==> src/mips_mem_pkg.sv <==
package mips_mem_pkg;

    // ##############################
    // memory opcodes (major opcode field)
    // ##############################
    localparam logic [5:0] OP_LB  = 6'b100000;
    localparam logic [5:0] OP_LH  = 6'b100001;
    localparam logic [5:0] OP_LW  = 6'b100011;
    localparam logic [5:0] OP_LBU = 6'b100100;
    localparam logic [5:0] OP_LHU = 6'b100101;
    localparam logic [5:0] OP_SB  = 6'b101000;
    localparam logic [5:0] OP_SH  = 6'b101001;
    localparam logic [5:0] OP_SW  = 6'b101011;

    // ##############################
    // exception vector bit positions
    // ##############################
    // bits 1:0 come from the memory stage, the rest from upstream
    localparam int EXC_BIT_ADES   = 0;
    localparam int EXC_BIT_ADEL   = 1;
    localparam int EXC_BIT_OV     = 2;
    localparam int EXC_BIT_SYS    = 3;
    localparam int EXC_BIT_BRK    = 4;
    localparam int EXC_BIT_RI     = 5;
    localparam int EXC_BIT_IFADEL = 6;
    localparam int EXC_BIT_INT    = 7;

    // cp0 cause.exccode values
    localparam int EXC_CODE_W = 5;
    localparam logic [EXC_CODE_W-1:0] EXC_INT  = 5'd0;
    localparam logic [EXC_CODE_W-1:0] EXC_ADEL = 5'd4;
    localparam logic [EXC_CODE_W-1:0] EXC_ADES = 5'd5;
    localparam logic [EXC_CODE_W-1:0] EXC_SYS  = 5'd8;
    localparam logic [EXC_CODE_W-1:0] EXC_BP   = 5'd9;
    localparam logic [EXC_CODE_W-1:0] EXC_RI   = 5'd10;
    localparam logic [EXC_CODE_W-1:0] EXC_OV   = 5'd12;

    // data ram word address width
    localparam int DMEM_AW = 8;

    // one memory word, seen as bytes, halfwords or a word
    typedef union packed {
        logic [3:0][7:0]  b;
        logic [1:0][15:0] h;
        logic [31:0]      w;
    } mem_word_u;

endpackage

==> src/exc_capture.sv <==
module exc_capture (
    input  logic                              clk,
    input  logic                              rst,
    input  logic                              valid,
    input  logic [7:0]                        except_vec,
    input  logic [31:0]                       vaddr,
    input  logic                              clear,
    output logic                              exc_valid,
    output logic [mips_mem_pkg::EXC_CODE_W-1:0] exc_code,
    output logic [31:0]                       bad_vaddr
);
    import mips_mem_pkg::*;

    logic [EXC_CODE_W-1:0] sel_code;
    logic                  data_err;
    logic                  take;

    // highest bit wins
    always_comb begin
        sel_code = EXC_INT;
        data_err = 1'b0;
        if (except_vec[EXC_BIT_INT]) begin
            sel_code = EXC_INT;
        end else if (except_vec[EXC_BIT_IFADEL]) begin
            sel_code = EXC_ADEL;
        end else if (except_vec[EXC_BIT_RI]) begin
            sel_code = EXC_RI;
        end else if (except_vec[EXC_BIT_BRK]) begin
            sel_code = EXC_BP;
        end else if (except_vec[EXC_BIT_SYS]) begin
            sel_code = EXC_SYS;
        end else if (except_vec[EXC_BIT_OV]) begin
            sel_code = EXC_OV;
        end else if (except_vec[EXC_BIT_ADEL]) begin
            sel_code = EXC_ADEL;
            data_err = 1'b1;
        end else if (except_vec[EXC_BIT_ADES]) begin
            sel_code = EXC_ADES;
            data_err = 1'b1;
        end
    end

    // clear beats a new capture
    assign take = valid && (|except_vec) && !exc_valid && !clear && !rst;

    always_ff @(posedge clk) begin
        if (rst) begin
            exc_valid <= 1'b0;
            exc_code  <= EXC_INT;
        end else if (clear) begin
            exc_valid <= 1'b0;
        end else if (take) begin
            exc_valid <= 1'b1;
            exc_code  <= sel_code;
        end
    end

    // badvaddr only for data address errors
    always_ff @(posedge clk) begin
        if (take && data_err) begin
            bad_vaddr <= vaddr;
        end
    end

endmodule

==> config.mk <==
export PLATFORM = sky130hd
export DESIGN_NAME = exc_capture
export DESIGN_NICKNAME = d
export VERILOG_FILES = /design/src/mips_mem_pkg.sv /design/src/exc_capture.sv
export SDC_FILE = /design/constraint.sdc
export NUM_CORES = 1
export LEC_CHECK = 0
export ABC_CLOCK_PERIOD_IN_PS = 3200
export BUFFER_PORTS_ARGS = -buffer_cell sky130_fd_sc_hd__buf_2
export CAP_MARGIN = 30
export CORE_MARGIN = 2
export CORE_UTILIZATION = 32
export CTS_CLUSTER_SIZE = 40
export DETAILED_ROUTE_END_ITERATION = 8
export GPL_TIMING_DRIVEN = 0
export REMOVE_ABC_BUFFERS = 1
export SLEW_MARGIN = 20
export SYNTH_ARGS = -nofsm -noshare
export SYNTH_HDL_FRONTEND = slang
export SYNTH_SLANG_ARGS = --single-unit
==> constraint.sdc <==
create_clock -name clk -period 3.2 [get_ports clk]
set_input_delay 0.16 -clock clk [delete_from_list [all_inputs] [get_ports clk]]
set_output_delay 0.16 -clock clk [all_outputs]
set_load 0.1 [all_outputs]
==> metrics.md <==
| Metric | Value |
|---|---|
| Number of diodes | 0 |
| RSZ-0062 raised after global routing | no |
| Clk pwr share | 33.3% |
| Hold crit path type | input port to flip-flop |
| R2R Setup Slk | about 0.90 ns |
| Post-synthesis cell area | 1220 sq um |
| Cell count of the worst reg-to-reg path | 4 |
| Seq/Total Area, Yosys | 86.8% |
| WL/cell | 12.3 um |
| VDD IR max | approximately 0.25 mV |
| Detailed Route WL | 2.45 mm |
| Synthesis Warnings | 0 |
| Max incr delay on CP | 0.61 ns |
| Final TNS setup | 0 ns |
| Hold Vio Cnt, Final | 0 |
| Post_cts resized | 0 |
| Net switching power | ~0.18 mW |
| Reg area | 1060 sq um |
| Power share of the sequential group | roughly 60% |
| Tcrit/Tclk final | between 70% and 80% |
| Share of cells above drive strength 1 | 58.6% |
| Die area | 4330 sq um |
| Placed instance count | 192 |
| Crit-path cells | or4b_4, nor3_1, o211a_1, buf_16 |
| Layout area overhead | 46.1% |
| Critical path capture point type | flip-flop |
| Fillers | around 330 |
| Root Driver | clkbuf_8 |
| Critical Path Start Type | flip-flop |
| Largest net degree at the start of global routing | 21 |
| Initial antenna violation count | 0 |
| Post-CTS setup buffer count | 0 |
| Min cycle time layout | 2.30 ns |
| Routed Antenna Nets | 0 |
| CTS max path bufs | 2 |
| Cells after Synth | 64 |
| Final GP Congestion | roughly 0.74 |
| Worst setup path class | flip-flop to flip-flop |
| Vias in the first global route | 784 |
| Worst Path Max Fanout | 20 |
| Switching share of power | 20.2% |
| Slew headroom | 59.7% |
| DR vias/cell | 4.53 |
| Die Wd | 65.8 um |
| Nets@finish | 195 |
| Netlist cell types | 19 |
| Setup Skew | 0.00269 ns |
| # H-tree levels | 2 |
| Routed vias | 905 |
| Detailed Place HPWL | around 2.0 mm |
| DRC Markers | 0 |
| Syn_area_per_cell | 19.1 sq um |
| Skew-Pair Late Insertion Delay | 0.28 ns |
| Worst Tran Pin Value | 0.605 ns |
| Core box area | 3660 sq um |
| Status | finished clean |
| Row cnt | 22 |
| TritonCTS clock tree | built |
| Comb pwr share | 6.6% |
| Finished Layout Cells | 200 |
| Yosys reg bits | 37 |
| Die Y | ~66 um |
| Area of the multi-input gates | approximately 150 sq um |
| Power density cells | 491 nW/um^2 |
| Worst hold path cell count | 1 |
| Top-level port count | 82 |
| Worst Path Arrival | 2.29 ns |
| Sink Count | 37 |
| Internal | 0.699 mW |
| Cts bufs inserted | 5 |
| GRT Util Overall | 11.7% |
| Clk slew on worst S/H paths | 0.07 ns |
| Iteration count of the initial detailed-routing pass | 4 |
| Leak | 0.758 nW |
| Drt initial violations | 55 |
| Initial Utilization | 33.4% |
| Max-slew violations | 0 |
| Global-route wire length before repair | approximately 3.6 mm |
| Final Setup Violations | 0 |
| CP max-delay cell | o211a_1 |
| Maxcap violations | 0 |
| Gr ovfl total | 0 |
| Maximum clock frequency | 434 MHz |
| Post-CTS Hold Buffers | 0 |
| Port Buf Inserts | 80 |
| CP required | 3.18 ns |
[area by class of cell]
type,count,share of cell area (%)
multi-input cells,26,8.62
clock inverters,2,0.561
flip-flops and latches,37,59.4
clock buffers,6,4.06
repair buffers,81,24.0
well taps,48,3.36
[cells in the mapped netlist]
master / number / area (sq um)
nand2b_1: 1 / 6.26
a21o_1: 1 / 7.51
nand3b_1: 1 / 7.51
dfxtp_1: 5 / 100
nor4b_1: 1 / 8.76
a22oi_1: 1 / 7.51
a21oi_1: 3 / 15.0
nand2_1: 3 / 11.3
or4b_4: 1 / 13.8
conb_1: 1 / 3.75
edfxtp_1: 32 / 961
o211a_1: 1 / 10.0
o21ai_1: 1 / 5.00
nor2_1: 2 / 7.51
nor3_1: 3 / 15.0
buf_4: 1 / 7.51
o21ai_0: 2 / 10.0
or3_1: 2 / 12.5
nor4_1: 2 / 12.5
[kinds of logic after synthesis]
group	count (synthesis)	share of synthesized area, %
AOI/OAI and AO/OA	9	4.50
buffers and inverters	1	0.614
DFF	37	86.8
other	1	0.307
and+or+nand+nor	16	7.78
[per-layer routing]
metal	up-vias	GRT usage, %	wire length (um)
met3	2	8.01	426
li1	421	-	-
met2	76	18.3	1050
met1	406	12.5	949
met5	-	0	0
met4	0	3.91	23
[per-stage QoR]
| stage | utilization (%) | worst slack [ns] | power [mW] | area, sq um | hold slack [ns] |
|---|---|---|---|---|---|
| global placement | 45.8 | 0.665 | 0.592 | 1680 | 0.337 |
| global route | 48.8 | 0.719 | 0.914 | 1790 | 0.0380 |
| CTS | 48.8 | 0.882 | 0.890 | 1790 | 0.0398 |
| floorplan | - | 0.476 | 0.562 | 1210 | 0.229 |
| detailed placement | 46.5 | 0.899 | 0.595 | 1700 | 0.338 |
| finish | 48.8 | 0.895 | 0.876 | 1790 | 0.0551 |
[worst max-delay path, delay by kind of cell (launching register included)]
family                 cells  cell delay (ns)
and+or+nand+nor            2             0.84
AOI/OAI and AO/OA          1             0.61
DFF                        1             0.33
buffers and inverters      1             0.23
[cells in the final DEF, fill, tap and decap left out]
master    count
a21o_1        1
a21oi_1       3
a22oi_1       1
buf_16        1
buf_2        80
clkbuf_1      1
clkbuf_8      5
clkinv_2      2
conb_1        1
dfxtp_1       5
edfxtp_1     32
nand2_1       3
nand2b_1      1
nand3b_1      1
nor2_1        2
nor3_1        3
nor4_1        2
nor4b_1       1
o211a_1       1
o21ai_0       2
o21ai_1       1
or3_1         2
or4b_4        1
[final timing paths]
kind                            startpoint                       end
setup / recovery    exc_valid$_SDFFE_PP0P_    bad_vaddr[3]$_DFFE_PP_
hold / removal                   vaddr[24]   bad_vaddr[24]$_DFFE_PP_
setup reg to reg    exc_valid$_SDFFE_PP0P_    bad_vaddr[3]$_DFFE_PP_
hold reg to reg   exc_code[2]$_SDFFE_PP0P_  exc_code[2]$_SDFFE_PP0P_
[power by group through the flow]
stage | clock (mW) | sequential (mW) | combinational, mW
6_report | 0.292 | 0.526 | 0.0578
5_1_grt | 0.326 | 0.526 | 0.0624
4_1_cts | 0.306 | 0.526 | 0.0582
3_5_place_dp | 0 | 0.536 | 0.0581
3_3_place_gp | 0 | 0.536 | 0.0557
2_1_floorplan | 0 | 0.550 | 0.0116
[sequential cells by signal, indices dropped and copies added, names as in the netlist]
signal	cells
exc_code	4
exc_valid	1
bad_vaddr	32
Note: power is estimated with default switching activity, not from simulation.
