<file path="src/mips_mem_pkg.sv">
package mips_mem_pkg;

    // ##############################
    // memory opcodes (major opcode field)
    // ##############################
    localparam logic [5:0] OP_LB  = 6'b100000;
    localparam logic [5:0] OP_LH  = 6'b100001;
    localparam logic [5:0] OP_LW  = 6'b100011;
    localparam logic [5:0] OP_LBU = 6'b100100;
    localparam logic [5:0] OP_LHU = 6'b100101;
    localparam logic [5:0] OP_SB  = 6'b101000;
    localparam logic [5:0] OP_SH  = 6'b101001;
    localparam logic [5:0] OP_SW  = 6'b101011;

    // ##############################
    // exception vector bit positions
    // ##############################
    // bits 1:0 come from the memory stage, the rest from upstream
    localparam int EXC_BIT_ADES   = 0;
    localparam int EXC_BIT_ADEL   = 1;
    localparam int EXC_BIT_OV     = 2;
    localparam int EXC_BIT_SYS    = 3;
    localparam int EXC_BIT_BRK    = 4;
    localparam int EXC_BIT_RI     = 5;
    localparam int EXC_BIT_IFADEL = 6;
    localparam int EXC_BIT_INT    = 7;

    // cp0 cause.exccode values
    localparam int EXC_CODE_W = 5;
    localparam logic [EXC_CODE_W-1:0] EXC_INT  = 5'd0;
    localparam logic [EXC_CODE_W-1:0] EXC_ADEL = 5'd4;
    localparam logic [EXC_CODE_W-1:0] EXC_ADES = 5'd5;
    localparam logic [EXC_CODE_W-1:0] EXC_SYS  = 5'd8;
    localparam logic [EXC_CODE_W-1:0] EXC_BP   = 5'd9;
    localparam logic [EXC_CODE_W-1:0] EXC_RI   = 5'd10;
    localparam logic [EXC_CODE_W-1:0] EXC_OV   = 5'd12;

    // data ram word address width
    localparam int DMEM_AW = 8;

    // one memory word, seen as bytes, halfwords or a word
    typedef union packed {
        logic [3:0][7:0]  b;
        logic [1:0][15:0] h;
        logic [31:0]      w;
    } mem_word_u;

endpackage

</file>
<file path="src/sram_if.sv">
interface sram_if;

    logic        en;
    logic [3:0]  wen;
    logic [31:0] addr;
    logic [31:0] wdata;
    // valid in the same cycle as addr
    logic [31:0] rdata;

    // memory stage side
    modport master (
        output en,
        output wen,
        output addr,
        output wdata,
        input  rdata
    );

    // ram side
    modport slave (
        input  en,
        input  wen,
        input  addr,
        input  wdata,
        output rdata
    );

endinterface

</file>
<file path="src/mem_access.sv">
module mem_access (
    input  logic [5:0]  op,
    input  logic        mem_en,
    input  logic [31:0] mem_wdata,
    input  logic [31:0] mem_addr,
    input  logic [7:0]  except_in,
    output logic [31:0] mem_rdata,
    output logic [7:0]  except_out,
    sram_if.master      sram
);
    import mips_mem_pkg::*;

    logic        adel;
    logic        ades;
    mem_word_u   rd_word;
    mem_word_u   wr_word;
    logic [7:0]  ld_byte;
    logic [15:0] ld_half;

    // ##############################
    // exception merge and sram control
    // ##############################
    always_comb begin
        except_out = except_in;
        except_out[EXC_BIT_ADEL] = adel;
        except_out[EXC_BIT_ADES] = ades;
    end

    // any pending exception kills the access
    assign sram.en    = mem_en && (except_out == 8'd0);
    assign sram.addr  = mem_addr;
    assign sram.wdata = wr_word.w;

    // load lanes
    assign rd_word = sram.rdata;
    assign ld_byte = rd_word.b[mem_addr[1:0]];
    assign ld_half = rd_word.h[mem_addr[1]];

    // ##############################
    // per-opcode formatting
    // ##############################
    always_comb begin
        adel      = 1'b0;
        ades      = 1'b0;
        sram.wen  = 4'b0000;
        wr_word.w = 32'd0;
        mem_rdata = 32'd0;
        case (op)
            OP_LW: begin
                if (mem_addr[1:0] != 2'b00) begin
                    adel = 1'b1;
                end else begin
                    mem_rdata = rd_word.w;
                end
            end
            OP_LB: begin
                mem_rdata = {{24{ld_byte[7]}}, ld_byte};
            end
            OP_LBU: begin
                mem_rdata = {24'd0, ld_byte};
            end
            OP_LH: begin
                if (mem_addr[0]) begin
                    adel = 1'b1;
                end else begin
                    mem_rdata = {{16{ld_half[15]}}, ld_half};
                end
            end
            OP_LHU: begin
                if (mem_addr[0]) begin
                    adel = 1'b1;
                end else begin
                    mem_rdata = {16'd0, ld_half};
                end
            end
            OP_SW: begin
                if (mem_addr[1:0] != 2'b00) begin
                    ades = 1'b1;
                end else begin
                    wr_word.w = mem_wdata;
                    sram.wen  = 4'b1111;
                end
            end
            OP_SH: begin
                if (mem_addr[0]) begin
                    ades = 1'b1;
                end else begin
                    // same halfword on both lanes
                    for (int i = 0; i < 2; i++) begin
                        wr_word.h[i] = mem_wdata[15:0];
                    end
                    if (mem_addr[1]) begin
                        sram.wen = 4'b1100;
                    end else begin
                        sram.wen = 4'b0011;
                    end
                end
            end
            OP_SB: begin
                for (int i = 0; i < 4; i++) begin
                    wr_word.b[i] = mem_wdata[7:0];
                end
                sram.wen = 4'b0001 << mem_addr[1:0];
            end
            default: begin
                // not a memory instruction
                sram.wen = 4'b0000;
            end
        endcase
    end

endmodule

</file>
<file path="src/flat_wrapper.sv">
// flat-port wrapper written by rule: the top's interface ports become plain ports
module mem_access_flat import mips_mem_pkg::*;
  (op, mem_en, mem_wdata, mem_addr, except_in, mem_rdata, except_out, sram_en, sram_wen, sram_addr, sram_wdata, sram_rdata);
  sram_if sram_i ();
  input  logic [5:0] op;
  input  logic mem_en;
  input  logic [31:0] mem_wdata;
  input  logic [31:0] mem_addr;
  input  logic [7:0] except_in;
  output logic [31:0] mem_rdata;
  output logic [7:0] except_out;
  output wire logic [$bits(sram_i.en)-1:0] sram_en;
  output wire logic [$bits(sram_i.wen)-1:0] sram_wen;
  output wire logic [$bits(sram_i.addr)-1:0] sram_addr;
  output wire logic [$bits(sram_i.wdata)-1:0] sram_wdata;
  input wire logic [$bits(sram_i.rdata)-1:0] sram_rdata;
  assign sram_en = sram_i.en;
  assign sram_wen = sram_i.wen;
  assign sram_addr = sram_i.addr;
  assign sram_wdata = sram_i.wdata;
  assign sram_i.rdata = sram_rdata;
  mem_access u_core (.op(op), .mem_en(mem_en), .mem_wdata(mem_wdata), .mem_addr(mem_addr), .except_in(except_in), .mem_rdata(mem_rdata), .except_out(except_out), .sram(sram_i));
endmodule
</file>
<file path="config.mk">
export PLATFORM = sky130hd
export DESIGN_NAME = mem_access_flat
export DESIGN_NICKNAME = d
export VERILOG_FILES = /design/src/mips_mem_pkg.sv /design/src/sram_if.sv /design/src/mem_access.sv /design/src/flat_wrapper.sv
export SDC_FILE = /design/constraint.sdc
export NUM_CORES = 1
export LEC_CHECK = 0
export ABC_AREA = 1
export BUFFER_PORTS_ARGS = -buffer_cell sky130_fd_sc_hd__buf_2
export CAP_MARGIN = 20
export CORE_AREA = 2 2 85 87
export DETAILED_ROUTE_END_ITERATION = 12
export DIE_AREA = 0 0 87 89
export GPL_TIMING_DRIVEN = 1
export PLACE_DENSITY = 0.76
export REMOVE_ABC_BUFFERS = 1
export SETUP_SLACK_MARGIN = 0.2
export SLEW_MARGIN = 0
export SYNTH_ARGS = -nofsm -noshare
export SYNTH_HDL_FRONTEND = slang
export SYNTH_SLANG_ARGS = --single-unit
</file>
<file path="constraint.sdc">
create_clock -name vclk -period 2.9
set_input_delay 0.435 -clock vclk [all_inputs]
set_output_delay 0.435 -clock vclk [all_outputs]
set_load 0.03 [all_outputs]
</file>
==> implementation parameters <==
Parameter                              Value

Power and ir drop
  Final Total Pwr    0.2908 mW
  Worst vdd rail ir drop    around 0.000091 V
  Sw Ratio    0.6841
  Power Dens Cells    about 100 mW/mm^2
  Relative contribution of sequential cells to total power    0
  Internal Power    about 0.092 mW
  Switching power    about 0.2 mW
  Clock Power Share    0
  Portion of total power attributed to combinational logic    1.000
  Leakage    approximately 1.8 nW

Synth
  Syn avg cell area    about 5.2 sq um
  Fraction of the yosys area taken by sequential cells    0
  Share of Yosys cell area claimed by the top area cell type    0.2247
  Post-Synthesis Cell Area    around 0.0023 sq mm
  Largest cells by area after synthesis    nand3_1, nand4_1, nand2_1, buf_4, inv_1
  Biggest area consumer among synthesized cells    nand3_1
  Synth unique cells    18
  Synthesized instance count    approximately 440
  Yosys warnings    0

STA
  Final Critical Period    2.476 ns
  Share of the clock period used by the worst path after layout    0.8539
  Endpoints failing setup    0
  Fmax achieved    slightly above 400 MHz
  Worst Hold Margin    0.8701 ns
  RSZ-0062 raised after global routing    false
  Slew Limit Fails    0
  Number of endpoints with negative hold slack in the final report    0
  Slew margin rel.    0.5354
  Measured slew at the worst slew-check pin    between 0.6 and 0.7 ns

Floorplan
  Width of the die    ~87 microns
  Height of the die    just under 90 microns
  Row count    30
  Die Footprint    0.007743 sq mm
  Core area    around 0.0067 sq mm
  Initial core utilization    0.3447
  # IOs    220

Place
  Area post-placement    0.002783 sq mm
  Count of input and output buffers    between 150 and 200
  Post-detail-place hpwl    ~7700 microns
  Final Wtd Congestion    just under 0.9

Critical path
  Arrival time at the worst endpoint    ~2.0 ns
  Data required, critical path    2.47 ns
  Nature of the critical path startpoint    input pin
  Kind of end point of the critical path    output pin
  Kind of critical path    in -> out
  Max FO, Critical Path    33

Layout
  Cell area after layout    0.002783 sq mm
  Footprint of the flip-flops and latches    0 sq um
  Top library cells by usage in the layout, fill and taps aside    buf_2, nand3_1, nand2_1
  Final sequential cell count    0
  Area added between synthesis and finish    20.15%
  Ant. Diodes    0
  Layout clock buffers    0
  Most frequent standard cell in the layout excluding fill and tap cells    buf_2
  Net count of the finished layout    ~650
  Final Core Density    0.4142
  Fraction of layout instances using a drive strength above 1    0.3558

GRT
  Initial antenna violation count    0
  Total track usage    0.2408
  Largest net degree at the start of global routing    between 70 and 80
  Total overflow reported by the global router    0
  Number of global-route vias before repair    roughly 2900
  First-pass GRT wire length    roughly 15000 microns

Detailed routing
  Post-detailed-route via-to-cell ratio    roughly 5.6
  Detailed-route wire length per cell    around 17 microns
  Count of vias placed by the detailed router    roughly 3500
  Detailed-router iteration count before antenna repair    5
  # DRC    0
  Antenna violation net count after detailed routing    0
  Initial detailed-routing violation count    229
  Final Routed Wirelength    a little over 10000 microns

Clocking
  Hold bufs inserted after CTS    0
  Total setup buffers inserted after CTS    0
  Number of gates given a new drive strength after cts    0

Job
  Count of max-cap constraint violations    0

Hold path
  Hold Path Class    in -> out

Run status
  Outcome    finished clean
[critical path: stages]
cell	delay (ns)
buf_2	0.10
inv_2	0.16
nand2_2	0.15
nor2_4	0.56
nand4_1	0.22
nand3_1	0.18
buf_2	0.22
[power groups by stage]
stage               Clock, mW  Combinational, mW  Sequential, mW
detailed placement          0              0.287               0
global route                0              0.318               0
floorplan                   0              0.136               0
finish                      0              0.291               0
CTS                         0              0.288               0
global placement            0              0.282               0
[worst paths after layout]
| kind | from | endpoint | slack [ns] | depth (start not counted) |
|---|---|---|---|---|
| worst min-delay path | mem_addr[20] | sram_addr[20] | 0.87 | 0 |
| worst max-delay path | op[2] | sram_wdata[31] | 0.42 | 7 |
[through the flow]
stage / setup TNS (ns) / instances / worst slack, ns
2_1_floorplan: -36.39 / 368 / -0.8249
5_1_grt: 0 / 614 / 0.2937
6_report: 0 / 614 / 0.4238
3_3_place_gp: 0 / 614 / 0.5247
4_1_cts: 0 / 614 / 0.4793
3_5_place_dp: 0 / 614 / 0.4817
[layout make-up]
cell class	count	area, sq um
multi-input cells	327	1653
well taps	80	100.1
fillers	721	3936
repair buffers	166	875.8
inverters	41	153.9
[metal layers]
metal / share of wire / wire length [microns] / global-route usage
met3: 0.12 / 1226 / 0.08864
met1: 0.44 / 4487 / 0.3576
met5: 0.0053 / 54 / 0.05195
met4: 0.0042 / 43 / 0.02557
met2: 0.43 / 4449 / 0.3324
[Yosys cell counts]
master,n
buf_1,1
buf_2,20
buf_4,47
buf_6,4
clkbuf_1,4
inv_1,35
inv_2,6
nand2_1,100
nand2_2,6
nand3_1,104
nand3_2,2
nand4_1,74
nor2_1,24
nor2_2,3
nor2_4,5
o211ai_1,7
o21ai_0,1
or2_2,1
[kinds of logic after synthesis]
kind of cell | count (synthesis) | synth area share
and+or+nand+nor | 319 | 0.6856
buffers and inverters | 117 | 0.2896
AOI/OAI and AO/OA | 8 | 0.02485
No activity file was read; power rests on OpenSTA's default activity.
