**config.mk**
```make
export PLATFORM = sky130hd
export DESIGN_NAME = mem_wb_reg
export DESIGN_NICKNAME = d
export VERILOG_FILES = /design/src/mem_wb_reg.sv
export SDC_FILE = /design/constraint.sdc
export NUM_CORES = 1
export LEC_CHECK = 0
export BUFFER_PORTS_ARGS = -buffer_cell sky130_fd_sc_hd__buf_2
export CORE_UTILIZATION = 35
export DETAILED_ROUTE_END_ITERATION = 10
export PLACE_DENSITY = 0.75
export SYNTH_ARGS = -nofsm -noshare
export SYNTH_HDL_FRONTEND = slang
export SYNTH_SLANG_ARGS = --single-unit
```
**constraint.sdc**
```tcl
create_clock -name clk -period 1.4 [get_ports clk]
set_input_delay 0.35 -clock clk [delete_from_list [all_inputs] [get_ports clk]]
set_output_delay 0.35 -clock clk [all_outputs]
set_load 0.01 [all_outputs]
```
**src/mem_wb_reg.sv**
```systemverilog
module mem_wb_reg (
    input  logic        clk,
    input  logic        rst,
    input  logic        m_valid,
    input  logic [4:0]  m_dest,
    input  logic [31:0] m_data,
    input  logic [7:0]  m_except,
    output logic        wb_valid,
    output logic [4:0]  wb_dest,
    output logic [31:0] wb_data,
    output logic [7:0]  wb_except
);

    logic m_fault;

    assign m_fault = |m_except;

    // ##############################
    // control
    // ##############################
    always_ff @(posedge clk) begin
        if (rst) begin
            wb_valid  <= 1'b0;
            wb_except <= 8'd0;
        end else begin
            wb_valid  <= m_valid;
            wb_except <= m_except;
        end
    end

    // ##############################
    // payload
    // ##############################
    // faulting instruction targets $0
    always_ff @(posedge clk) begin
        wb_data <= m_data;
        if (m_fault) begin
            wb_dest <= 5'd0;
        end else begin
            wb_dest <= m_dest;
        end
    end

endmodule

```
==> results of run 1 <==
==> cells in the mapped netlist <==
cell type / n / area share [%]
dfxtp_1: 46 / 86
nor2b_1: 9 / 5.3
inv_1: 5 / 1.8
nor3_2: 5 / 4.7
or4_4: 2 / 2.1
==> flip-flops by register name, indices dropped and copies added (netlist names) <==
name,flops
wb_dest,5
wb_valid,1
wb_except,8
wb_data,32
==> worst min-delay path by stage <==
stage	from	cells after the start	end	slack, ns
2_1_floorplan	m_data[0]	0	wb_data[0]$_DFF_P_	0.38
3_3_place_gp	m_data[12]	1	wb_data[12]$_DFF_P_	0.45
3_5_place_dp	m_data[0]	1	wb_data[0]$_DFF_P_	0.45
4_1_cts	m_data[12]	1	wb_data[12]$_DFF_P_	0.08
5_1_grt	m_data[5]	1	wb_data[5]$_DFF_P_	0.06
6_report	m_data[11]	1	wb_data[11]$_DFF_P_	0.09
==> cells in the final DEF (no fill, tap or decap), drive strengths merged <==
cell type	netlist	layout
buf	0	93
clkbuf	0	7
clkinv	0	1
dfxtp	46	46
inv	5	5
nor2b	9	9
nor3	5	5
or4	2	2
==> through the flow <==
stage          power [mW]  std cells  hold slack (ns)  area [sq um]  util [%]
2_1_floorplan        1.47         67            0.378          1070         -
4_1_cts              2.28        199           0.0779          1650      58.2
3_3_place_gp         1.59        191            0.453          1570      55.6
6_report             2.25        199           0.0926          1650      58.2
3_5_place_dp         1.60        191            0.454          1570      55.6
5_1_grt              2.36        199           0.0586          1650      58.2
==> layout make-up <==
type	instances	area, sq um	area share, %
clock buffer	7	65.1	3.95
inverter	5	18.8	1.14
tap	31	38.8	2.36
clock inverter	1	8.76	0.532
sequential	46	921	55.9
timing repair buffer	93	465	28.3
multi-input combinational	16	129	7.83
==> logic make-up (layout without fill, tap and decap cells) <==
| family | count (synthesis) | after routing |
|---|---|---|
| buf+inv | 5 | 106 |
| simple gates | 16 | 16 |
| flops | 46 | 46 |
==> metal layers <==
layer  vias up  wire length, um  share of wire (%)  track usage [%]
li1        407                -                  -                -
met1       365              795                 34             14.5
met2        57             1190                 51             26.1
met3         2              312                 13             7.94
met4         0               21               0.90             8.36
met5         -                0                  0                0
==> power groups by stage <==
stage	combinational, mW	sequential, mW	clock, mW
floorplan	0.0177	1.45	0
global placement	0.181	1.41	0
detailed placement	0.185	1.41	0
CTS	0.185	1.38	0.708
global route	0.197	1.39	0.771
finish	0.182	1.38	0.681
==> results.cfg, run 1 <==
[run_status]
status = finished, violations left
violations = DRC

[critical_path]
cp-end-kind = primary output
crit_chain = buf_2
cp_max_fo = 1
path_buf_inv = 1
cp.arrival_ns = 0.81
crit_path_top_delay_cell = dfxtp_1
slowest_delay_ns = 0.34
crit_family = flip-flops
path_depth = 1
start_kind = register
startpoint = wb_dest[0]$_SDFF_PP0_
worstPathRequired_ns = 1.05
critPathCapture = wb_dest[0]
critPathKind = register to primary output

[clock_tree]
path_clk_slew_ns = 0.13
numCtsBuffers = 5
cts_buffer_depth = 2
cts_root_buf = clkbuf_4
cts_tree = yes
postCtsSetupRepairBufs = 0
cts.hold.buffers_added = 0
cts.repair.resized = 0
h-tree-depth = 2
numClockSinks = 46

[yosys]
yosys_warnings = 0
yosys.area_share.simple_pct = 12.1
synthAdderAreaFrac_pct = 0
avgSynthCellArea_sq_um = 15.9
yosysUniqueCellTypes = 5
synth-compound-area-share_pct = 0
synth_seq_area_share_pct = 86.2
synth_top_family_by_area = simple AND/OR/NAND/NOR gates
syn_nets = 115
synth_xor_area_share_pct = 0
muxShareOfSynthArea_pct = 0
synth_seq_cells = 46
syn_inst = 67
netlist_area_sq_mm = 0.00107

[drt]
vias = 831
wl_per_cell_um = 11.7
routed_wl_mm = 2.32
drc = 10
ant_nets = 0
drtIter0Drc = 36
drt_first_pass_iters = 9
via_per_inst = 4.18

[global_route]
grt_max_degree = 15
grt_pass1_wl_mm = 3.48
grt_util_all_layers_pct = 15.1
grt_pass1_vias = 787
grt.overflow.total = 0
antenna_found_initial = 0

[hold_path]
hold_class = primary input to register

[sta]
min_period_ns = 1.16
worst_slew_pin_slew_ns = 0.157
fin_crit_sh_pct = 82.9
final-hold-violation-count = 0
drv_slew = 0
max_freq_mhz = 862
grt_setup_unrepaired = false
relSlewSlack_pct = 89.6
fin_ws_ns = 0.240
finalSetupViolCount = 0
fin_setup_tns_ns = 0

[power]
swShare_pct = 21.4
p_int_mw = 1.76
clock_power_share_pct = 30.3
pwr-share-seq_pct = 61.6
power_switching_mw = 0.482
ir_drop_mv = 0.803
power_density_mw_per_mm2 = 1360
leakagePower_nw = 0.862
combPwrFrac_pct = 8.1

[place]
dp_hpwl_mm = 1.95
pre_cts_ws_ns = 0.112
portBuffers = 93
place.gp.congestion = 0.623

[floorplanning]
die_h_um = 57.3
fp.coreArea_sq_mm = 0.00283
io_pins = 94
die_w_um = 57.3
rows = 19
die_area_sq_mm = 0.00328
start_util_pct = 37.8

[finish]
n_fill_cell = 247
layout-drive-gt1-share_pct = 64.3
fin_nets = 215
num_antenna_cells = 0
area_growth_syn_to_layout_pct = 54.1

[job]
maxCapViolations = 0
Note: power is estimated with default switching activity, not from simulation.
==> inputs of run 2 (changes only) <==
--- a/config.mk
+++ b/config.mk
@@ -5,10 +5,11 @@
 export SDC_FILE = /design/constraint.sdc
 export NUM_CORES = 1
 export LEC_CHECK = 0
+export ABC_AREA = 1
 export BUFFER_PORTS_ARGS = -buffer_cell sky130_fd_sc_hd__buf_2
-export CORE_UTILIZATION = 35
+export CORE_UTILIZATION = 36
 export DETAILED_ROUTE_END_ITERATION = 10
-export PLACE_DENSITY = 0.75
+export PLACE_DENSITY = 0.77
 export SYNTH_ARGS = -nofsm -noshare
 export SYNTH_HDL_FRONTEND = slang
 export SYNTH_SLANG_ARGS = --single-unit
==> constraint.sdc (replaced) <==
create_clock -name clk -period 1.2 [get_ports clk]
set_input_delay 0.3 -clock clk [delete_from_list [all_inputs] [get_ports clk]]
set_output_delay 0.3 -clock clk [all_outputs]
set_load 0.01 [all_outputs]
==> run 2 against run 1 <==
  * The flow still finishes with violations (DRC)
  * Wire length is 2.2% lower
  * First-iteration DRC count shrank 31%
  * Critical endpoint is now wb_except[4]
  * Via count increased by 3.1%
  * Non-clock buffer count unchanged
  * Clock power rose by 69%
  * Global-route usage fell by 0.70 points
  * Highest routed layer unchanged
  * Largest cell class unchanged
==> results.cfg, run 2 <==
[run_status]
status = finished, violations left
violations = DRC

[yosys]
synth-edff-count = 0
synth_seq_area_share_pct = 84.3
syn_nets = 129
syn_inst = 81
avgSynthCellArea_sq_um = 13.5
synth-main-ff-cell = dfxtp_1
yosys_warnings = 0
synth_seq_cells = 46
netlist_top_cells_area = dfxtp_1 (84%), inv_1 (4.8%), nor3_2 (4.6%)
yosysTopAreaCell = dfxtp_1
netlist_area_sq_mm = 0.00109
yosysUniqueCellTypes = 8
netlist.area_leader.share_pct = 84.3
yosysMostFrequentCell = dfxtp_1
synth_common_cells = dfxtp_1 (46), inv_1 (14), nor2_1 (11), nor3_2 (5), nor2_2 (2)
async_reset_ff_share_pct = 0

[clock_tree]
numCtsBuffers = 5
cts_root_buf = clkbuf_4
cts.hold.buffers_added = 0
postCtsSetupRepairBufs = 0
cts.repair.resized = 0
cts_tree = yes
numClockSinks = 46
cts_buffer_depth = 2
path_clk_slew_ns = 0.12
h-tree-depth = 2

[finish]
final_cell_mix = buf_2 (93), dfxtp_1 (46), inv_1 (14)
largestRegisters = wb_data x32, wb_except x8, wb_dest x5
fin_nets = 228
fin_cells = 212
largest_reg_flops = 32
final_common_cell = buf_2
layout-drive-gt1-share_pct = 60.2
largest-register = wb_data
area_growth_syn_to_layout_pct = 55.9
num_antenna_cells = 0
final_core_util_pct = 60.7

[floorplanning]
start_util_pct = 38.9
die_h_um = 57.1
io_pins = 94
die_w_um = 57.1
rows = 19
die_area_sq_mm = 0.00326
fp.coreArea_sq_mm = 0.00281

[drt]
wl_per_cell_um = 10.7
routed_wl_mm = 2.27
drtIter0Drc = 25
drt_first_pass_iters = 7
ant_nets = 0
via_per_inst = 4.04
drc = 20
vias = 857

[sta]
drv_slew = 0
fin_crit_sh_pct = 92.5
finalSetupViolCount = 0
relSlewSlack_pct = 82.3
min_period_ns = 1.11
fin_setup_tns_ns = 0
max_freq_mhz = 901
final-hold-violation-count = 0
grt_setup_unrepaired = false
worst_slew_pin_slew_ns = 0.265

[critical_path]
startpoint = wb_except[4]$_SDFF_PP0_
start_kind = register
slowest_delay_ns = 0.34
cp.arrival_ns = 0.81
cp_max_fo = 1
crit_chain = buf_2
cp-end-kind = primary output
critPathKind = register to primary output
crit_family = flip-flops
path_buf_inv = 1
worstPathRequired_ns = 0.90
crit_path_top_delay_cell = dfxtp_1

[job]
maxCapViolations = 0

[global_route]
grt_pass1_wl_mm = 3.31
antenna_found_initial = 0
grt.overflow.total = 0
grt_util_all_layers_pct = 14.4
grt_max_degree = 15
grt_pass1_vias = 755

[place]
dp_cells = 204
dp_hpwl_mm = 1.88
place.gp.congestion = 0.652
portBuffers = 93

[power]
leakagePower_nw = 0.930
ir_drop_mv = 0.572
power_density_mw_per_mm2 = 1750

[hold_path]
hold_class = primary input to register
hold_path.startpoint = m_data[29]
[run 2: changes by cell type after synthesis, sizes merged]
cell / previous run / this run
buf: 0 / 1
inv: 5 / 14
nand2: 0 / 2
nor2: 0 / 13
nor2b: 9 / 0
or4: 2 / 0
[run 2: final timing paths]
kind,endpoint,slack (ns),depth (start not counted)
worst max-delay path,wb_except[4],0.09,1
worst min-delay path,wb_data[29]$_DFF_P_,0.05,1
[run 2: final cells by class]
class	count	area, sq um
flip-flops and latches	46	921
inverters	14	52.6
clock inverters	2	60.1
repair buffers	93	465
clock buffers	6	51.3
well taps	31	38.8
fillers	229	1100
multi-input cells	20	114
[run 2: through the flow]
| step | cell area [sq um] | setup WS, ns | hold slack, ns | power (mW) |
|---|---|---|---|---|
| 2_1_floorplan | 1090 | 0.489 | 0.328 | 1.72 |
| 3_3_place_gp | 1590 | 0.325 | 0.402 | 1.86 |
| 3_5_place_dp | 1590 | 0.261 | 0.404 | 1.87 |
| 4_1_cts | 1700 | 0.0607 | 0.0194 | 3.03 |
| 5_1_grt | 1700 | 0.0335 | 0.0111 | 3.10 |
| 6_report | 1700 | 0.0905 | 0.0455 | 2.98 |
[run 2: kinds of logic after synthesis]
kind of cell	after synthesis	synth area share [%]
DFF	46	84.3
and+or+nand+nor	20	10.4
buffers and inverters	15	5.27
[run 2: report_power, final]
group	internal, mW	switching, mW	total (mW)
sequential	1.60	0.0152	1.61
combinational	0.110	0.105	0.215
clock	0.706	0.447	1.15
total	2.42	0.567	2.98
[run 2: layer usage]
| layer | global-route usage [%] | share of wire, % |
|---|---|---|
| met1 | 12.1 | 32 |
| met2 | 26.2 | 52 |
| met3 | 7.48 | 13 |
| met4 | 9.41 | 2.7 |
| met5 | 0 | 0 |
